File: src/rtl/codebook_pkg.sv
package codebook_pkg;

  // bus and path geometry
  localparam int WORD_W         = 32;
  localparam int PATH_W         = 128;
  localparam int IDX_W          = 6;                        // 64 character indices
  localparam int WORDS_PER_PATH = PATH_W / WORD_W;          // 4 words per path
  localparam int WCNT_W         = $clog2(WORDS_PER_PATH);   // word counter width
  localparam int MEM_WORDS      = WORDS_PER_PATH << IDX_W;  // 256 words in sram
  localparam int MEM_AW         = $clog2(MEM_WORDS);        // word index width

  // sram window start, byte address
  localparam logic [WORD_W-1:0] BASE_ADDR = 32'h3300_0000;

  // busy window of the word port
  localparam int                BUSY_W   = 2;
  localparam logic [BUSY_W-1:0] SRAM_LAT = 2'd2;           // busy cycles per access

  // operation carried out by the store
  typedef enum logic [1:0] {
    MODE_IDLE  = 2'd0,
    MODE_CLEAR = 2'd1,  // zero the whole region
    MODE_WRITE = 2'd2,  // store one path
    MODE_READ  = 2'd3   // fetch one path
  } mode_t;

endpackage

File: src/rtl/codebook_ctrl.sv
module codebook_ctrl (
  input  logic                             clk,
  input  logic                             rst,

  // request side
  input  logic                             wr_valid_i,
  input  logic [codebook_pkg::IDX_W-1:0]   wr_index_i,
  input  logic [codebook_pkg::PATH_W-1:0]  wr_path_i,
  output logic                             wr_ready_o,
  input  logic                             rd_valid_i,
  input  logic [codebook_pkg::IDX_W-1:0]   rd_index_i,
  output logic                             rd_ready_o,
  output logic                             init_done_o,
  output logic                             rd_data_valid_o,
  output logic [codebook_pkg::PATH_W-1:0]  rd_data_o,

  // store side
  output codebook_pkg::mode_t              mode_o,
  output logic [codebook_pkg::IDX_W-1:0]   index_o,
  output logic [codebook_pkg::PATH_W-1:0]  path_o,
  output logic                             start_o,
  input  logic                             done_i,
  input  logic [codebook_pkg::PATH_W-1:0]  rdata_i
);

  typedef enum logic [1:0] {
    ST_INIT,   // kick off the clear
    ST_CLEAR,  // clear running
    ST_IDLE,   // ready for a request
    ST_RUN     // path write or read running
  } state_t;

  state_t state;

  // write wins when both are valid
  assign wr_ready_o = (state == ST_IDLE);
  assign rd_ready_o = (state == ST_IDLE) && !wr_valid_i;

  always_ff @(posedge clk or posedge rst) begin
    if (rst) begin
      state           <= ST_INIT;
      mode_o          <= codebook_pkg::MODE_IDLE;
      start_o         <= 1'b0;
      init_done_o     <= 1'b0;
      rd_data_valid_o <= 1'b0;
    end else begin
      start_o         <= 1'b0;  // single cycle pulses
      rd_data_valid_o <= 1'b0;
      case (state)
        ST_INIT: begin
          mode_o  <= codebook_pkg::MODE_CLEAR;
          start_o <= 1'b1;
          state   <= ST_CLEAR;
        end
        ST_CLEAR: begin
          if (done_i) begin
            mode_o      <= codebook_pkg::MODE_IDLE;
            init_done_o <= 1'b1;  // stays high from here on
            state       <= ST_IDLE;
          end
        end
        ST_IDLE: begin
          if (wr_valid_i) begin
            mode_o  <= codebook_pkg::MODE_WRITE;
            start_o <= 1'b1;
            state   <= ST_RUN;
          end else if (rd_valid_i) begin
            mode_o  <= codebook_pkg::MODE_READ;
            start_o <= 1'b1;
            state   <= ST_RUN;
          end
        end
        ST_RUN: begin
          if (done_i) begin
            rd_data_valid_o <= (mode_o == codebook_pkg::MODE_READ);
            mode_o          <= codebook_pkg::MODE_IDLE;
            state           <= ST_IDLE;
          end
        end
        default: state <= ST_INIT;
      endcase
    end
  end

  // request payload, held for the store until done
  always_ff @(posedge clk) begin
    if (state == ST_IDLE) begin
      if (wr_valid_i) begin
        index_o <= wr_index_i;
        path_o  <= wr_path_i;
      end else if (rd_valid_i) begin
        index_o <= rd_index_i;
      end
    end
  end

  // returned path
  always_ff @(posedge clk) begin
    if (state == ST_RUN && done_i && mode_o == codebook_pkg::MODE_READ) begin
      rd_data_o <= rdata_i;
    end
  end

endmodule

File: config.mk
export PLATFORM = sky130hd
export DESIGN_NAME = codebook_ctrl
export DESIGN_NICKNAME = d
export VERILOG_FILES = /design/src/rtl/codebook_pkg.sv /design/src/rtl/codebook_ctrl.sv
export SDC_FILE = /design/constraint.sdc
export NUM_CORES = 1
export LEC_CHECK = 0
export ABC_CLOCK_PERIOD_IN_PS = 6900
export BUFFER_PORTS_ARGS = -buffer_cell sky130_fd_sc_hd__buf_2
export CORE_AREA = 10 10 204 206
export CTS_CLUSTER_SIZE = 14
export DETAILED_ROUTE_END_ITERATION = 7
export DIE_AREA = 0 0 214 216
export GPL_ROUTABILITY_DRIVEN = 0
export PLACE_DENSITY_LB_ADDON = 0.12
export SETUP_SLACK_MARGIN = 0.02
export SLEW_MARGIN = 25
export SYNTH_ARGS = -nofsm -noshare
export SYNTH_HDL_FRONTEND = slang
export SYNTH_SLANG_ARGS = --single-unit
export TNS_END_PERCENT = 20
File: constraint.sdc
create_clock -name clk -period 6.9 [get_ports clk]
set_clock_uncertainty 0.05 [all_clocks]
set_input_delay 1.035 -clock clk [delete_from_list [all_inputs] [get_ports clk]]
set_output_delay 1.035 -clock clk [all_outputs]
set_load 0.01 [all_outputs]
After elaboration in Yosys (flattened, before gate mapping)
Cells that the tools add are included.

word-level totals
  flip-flop bits (word level) = 269
  bits of input ports = 273
  word-level logic and storage cells = 39

cells by class
  eq/ne operators = 6
  multiplexer cells = 14
  reduce and logical (&&, ||, !) cells = 11

operators by type and width
  operator              number
  $mux W6               2
  $pmux W2 S3           2
  $mux W2               5
  $reduce_and A2 Y1     4
  $eq A2 B2 Y1 const B  3
  $mux W1               4
  $logic_and A1 B1 Y1   3
  $ne A3 B2 Y1 const B  1
  $eq A2 B1 Y1 const B  1
  $logic_not A2 Y1      1
  $ne A2 B1 Y1 const B  1
  $pmux W1 S2           1
  $reduce_bool A2 Y1    1
  $reduce_or A2 Y1      1
  $logic_not A1 Y1      1

Logic depth before layout (Yosys ltp)
  depth in word-level cells = 4
  depth in mapped cells = 4
  depth with buffers taken out = 3

Worst setup path after synthesis
Ideal clock, no wire load.

  kind = input to register
  start = in wr_valid_i
  end = reg path_o[0] in the netlist's numbering, enable pin
  library setup time = 0.617 ns
  arrival time = 6.505 ns
  data required time = 6.233 ns
  slack = -0.271 ns
  cell stages on the path = 3
  cells stage by stage = buf_6 inv_4 nor2_1

between the ends
  cells in the longest elaborated chain, start to end = 1

ends and longest elaborated chain
  what                                line                 source
  start: declaration                  codebook_ctrl.sv:6   input logic wr_valid_i,
  $reduce_and A2 Y1 (no source line)  -
  end signal: assignment              codebook_ctrl.sv:90  path_o <= wr_path_i;
  end: declaration                    codebook_ctrl.sv:20  output logic [codebook_pkg::PATH_W-1:0] path_o,

Every way passes these cells.
A chain may end at the register's enable or synchronous reset.

Final worst setup path
  start = in wr_valid_i
  end = out rd_ready_o

between the ends
  cells in the longest elaborated chain, start to end = 2

ends and longest elaborated chain
  what                 line                 source
  $logic_not A1 Y1     codebook_ctrl.sv:37  assign rd_ready_o = (state == ST_IDLE) && !wr_valid_i;
  $logic_and A1 B1 Y1  codebook_ctrl.sv:37
  end: declaration     codebook_ctrl.sv:12  output logic rd_ready_o,

Every way passes these cells.

==> reports/metrics.cfg <==
[outcome]
status = finished clean

[finish]
stdcell_area_mm2 = 0.01260
area_growth_syn_to_layout_pct = 52.44
drive_gt1_frac = 0.6667
layout.nets = 1146
fillCellCount = 3727
final_cells = 1411

[global_routing]
grt_max_degree = 129
top_usage_layer = met2
met2_usage = 0.2248
antenna_found_initial = 23
grt_util_met3 = 0.09804
track_usage = 0.1319
met1_usage = 0.1244
grt_overflow = 0
grt_pass1_vias = 5729
grt_pass1_wl_um = 43950

[power_and_ir_drop]
leakage_nw = 5.182
ir_drop_v = 0.0001782
power.density_mw_per_mm2 = 289.7

[detailed_routing]
wire_per_inst_um = 22.68
antenna_left = 0
first_iter_violations = 230
wirelength_um = 32000
via_per_inst = 3.678
drt_pass1_iterations = 4
drc_errors = 0
vias = 5190

[yosys]
synth_top_area_frac = 0.9519
yosysWarnings = 0
syn_area_mm2 = 0.008265
synthTopCellsByArea = edfxtp_1 95%, dfrtp_1 2.1%, mux2_4 1.1%
synth_top_cell_by_area = edfxtp_1
avgSynthCellArea_um2 = 27.74
ys_seq_area_frac = 0.9731
syn_inst = 298
syn_nets = 571
ys_ff_latch = 269
synth_cell_types = 19

[worst_setup_path]
arrival_ns = 1.54
crit_type = input port to primary output
critPathBufInv = 2
crit_path_top_delay_cell = buf_2
cp_top_family = buffers and inverters
cp-end-kind = primary output
worstReg2RegStart = state[0]$_DFFE_PP0P_
worstPathRequired_ns = 5.81
crit_top_cell = buf_2
startpoint = wr_valid_i
cp-start-kind = input port
cp_cell_sequence = buf_2, nor2_1, buf_2
cp_slowest_stage_delay_ns = 0.28
crit_path_max_fanout = 10

[floorplan]
dieArea_mm2 = 0.04622
rows = 71
die_h_um = 216
pin_count = 542
die_w_um = 214
design.core.area_mm2 = 0.03740
initial_utilization = 0.2210

[timing]
maxSlewViolCount = 0
slew_headroom = 0.4931
setup_slack_ns = 4.270
worst_pin_slew_ns = 0.7604
clock.fmax_mhz = 380.3
period_share = 0.3811
rsz0062_at_grt = false
period_needed_ns = 2.630
setup_viol = 0
final_hold_viol_count = 0

[cts]
post_cts_resized = 0
path_clk_slew_ns = 0.06
clk_latency_ns = 0.55
cts_setup_buffers = 0
cts.sinks = 269
cts_buffer_depth = 3
htreeDepth = 1
cts-buffers-inserted = 31
cts_hold_buf = 0
cts_root_buf = clkbuf_16
cts_tree = yes

[placement]
pre_cts_ws_ns = 4.260
placed_area_mm2 = 0.01166
placedCellCount = 1351
hpwlAfterDp_um = 25980
portBuffers = 541

[flow_run]
maxCapViolations = 0

[worst_hold_path]
hold_path_class = input port to asynchronous set/reset pin

-- power by group --
| group | leakage (nW) | internal, mW | switching [mW] |
|---|---|---|---|
| clock | 0.449 | 0.890 | 0.626 |
| sequential | 2.48 | 1.88 | 0.0165 |
| combinational | 2.25 | 0.104 | 0.135 |
-- final timing paths --
| kind | slack, ns | to | cells past startpoint |
|---|---|---|---|
| max | 4.27 | rd_ready_o | 3 |
| min | 0.36 | state[0]$_DFFE_PP0P_ | 2 |
| max reg2reg | 5.03 | path_o[94]$_DFFE_PP_ | 3 |
| min reg2reg | 0.44 | init_done_o$_DFFE_PP0P_ | 1 |
| max in group asynchronous | 6.22 | mode_o[1]$_DFFE_PP0P_ | 2 |
| min in group clk | 0.44 | init_done_o$_DFFE_PP0P_ | 1 |
-- sequential cells by signal, summed over array words and instances (netlist names) --
name / cells
rd_data_o: 128
start_o: 1
mode_o: 2
index_o: 6
rd_data_valid_o: 1
state: 2
init_done_o: 1
path_o: 128
-- placed cells by master (no fill, tap or decap), types with 2 or more instances in the layout --
master / instances
nand2_1: 2
o22ai_1: 2
mux2_4: 6
clkinv_1: 6
bufinv_16: 2
edfxtp_1: 262
nor2_4: 2
buf_12: 2
clkinv_2: 5
clkbuf_16: 31
clkinvlp_4: 2
nand2b_1: 2
dfrtp_1: 7
buf_2: 541
diode_2: 6
clkbuf_1: 8
nor2_1: 3
-- layer usage --
layer  up-vias  share of wire  wire (um)
met2       381           0.49      15570
met4        14          0.024        776
met3        73           0.16       5117
li1       2362              -          -
met5         -         0.0029         92
met1      2360           0.33      10450
-- cells by family after synthesis --
| kind of cell | synth area share |
|---|---|
| buffers and inverters | 0.003027 |
| muxes | 0.01090 |
| AOI/OAI and AO/OA | 0.005298 |
| and+or+nand+nor | 0.007720 |
| DFF | 0.9731 |
-- synthesized netlist by cell type --
library cell  number
nor2_1             5
edfxtp_1         262
nor3_1             1
mux2_4             6
a21boi_2           1
a21oi_1            1
inv_4              1
a22oi_1            1
nand2b_2           1
dfrtp_1            7
inv_2              1
buf_6              1
o22ai_1            2
o21bai_1           1
nand2_1            2
nor2_2             1
nand3_1            1
nand2b_1           2
inv_1              1
-- cell type report --
type                            instances  area [um^2]  share of cell area
Multi-Input combinational cell         25        212.7             0.01688
Clock inverter                         15        122.6            0.009732
Sequential cell                       269         8043              0.6383
Clock buffer                           39        805.8             0.06395
Timing Repair Buffer                  543         2748              0.2181
Antenna cell                            6        15.01            0.001192
Tap cell                              511        639.4             0.05074
Inverter                                3        13.76            0.001092
-- stage by stage --
stage	TNS, ns	total power, mW	util	hold slack, ns
detailed placement	0	2.177	0.3117	0.4284
global route	0	3.808	0.3366	0.3456
global placement	0	2.176	0.3117	0.4207
CTS	0	3.725	0.3365	0.3234
floorplan	-31.59	2.014	-	0.4241
finish	0	3.650	0.3369	0.3568
Power figures use the tool's default switching activity.
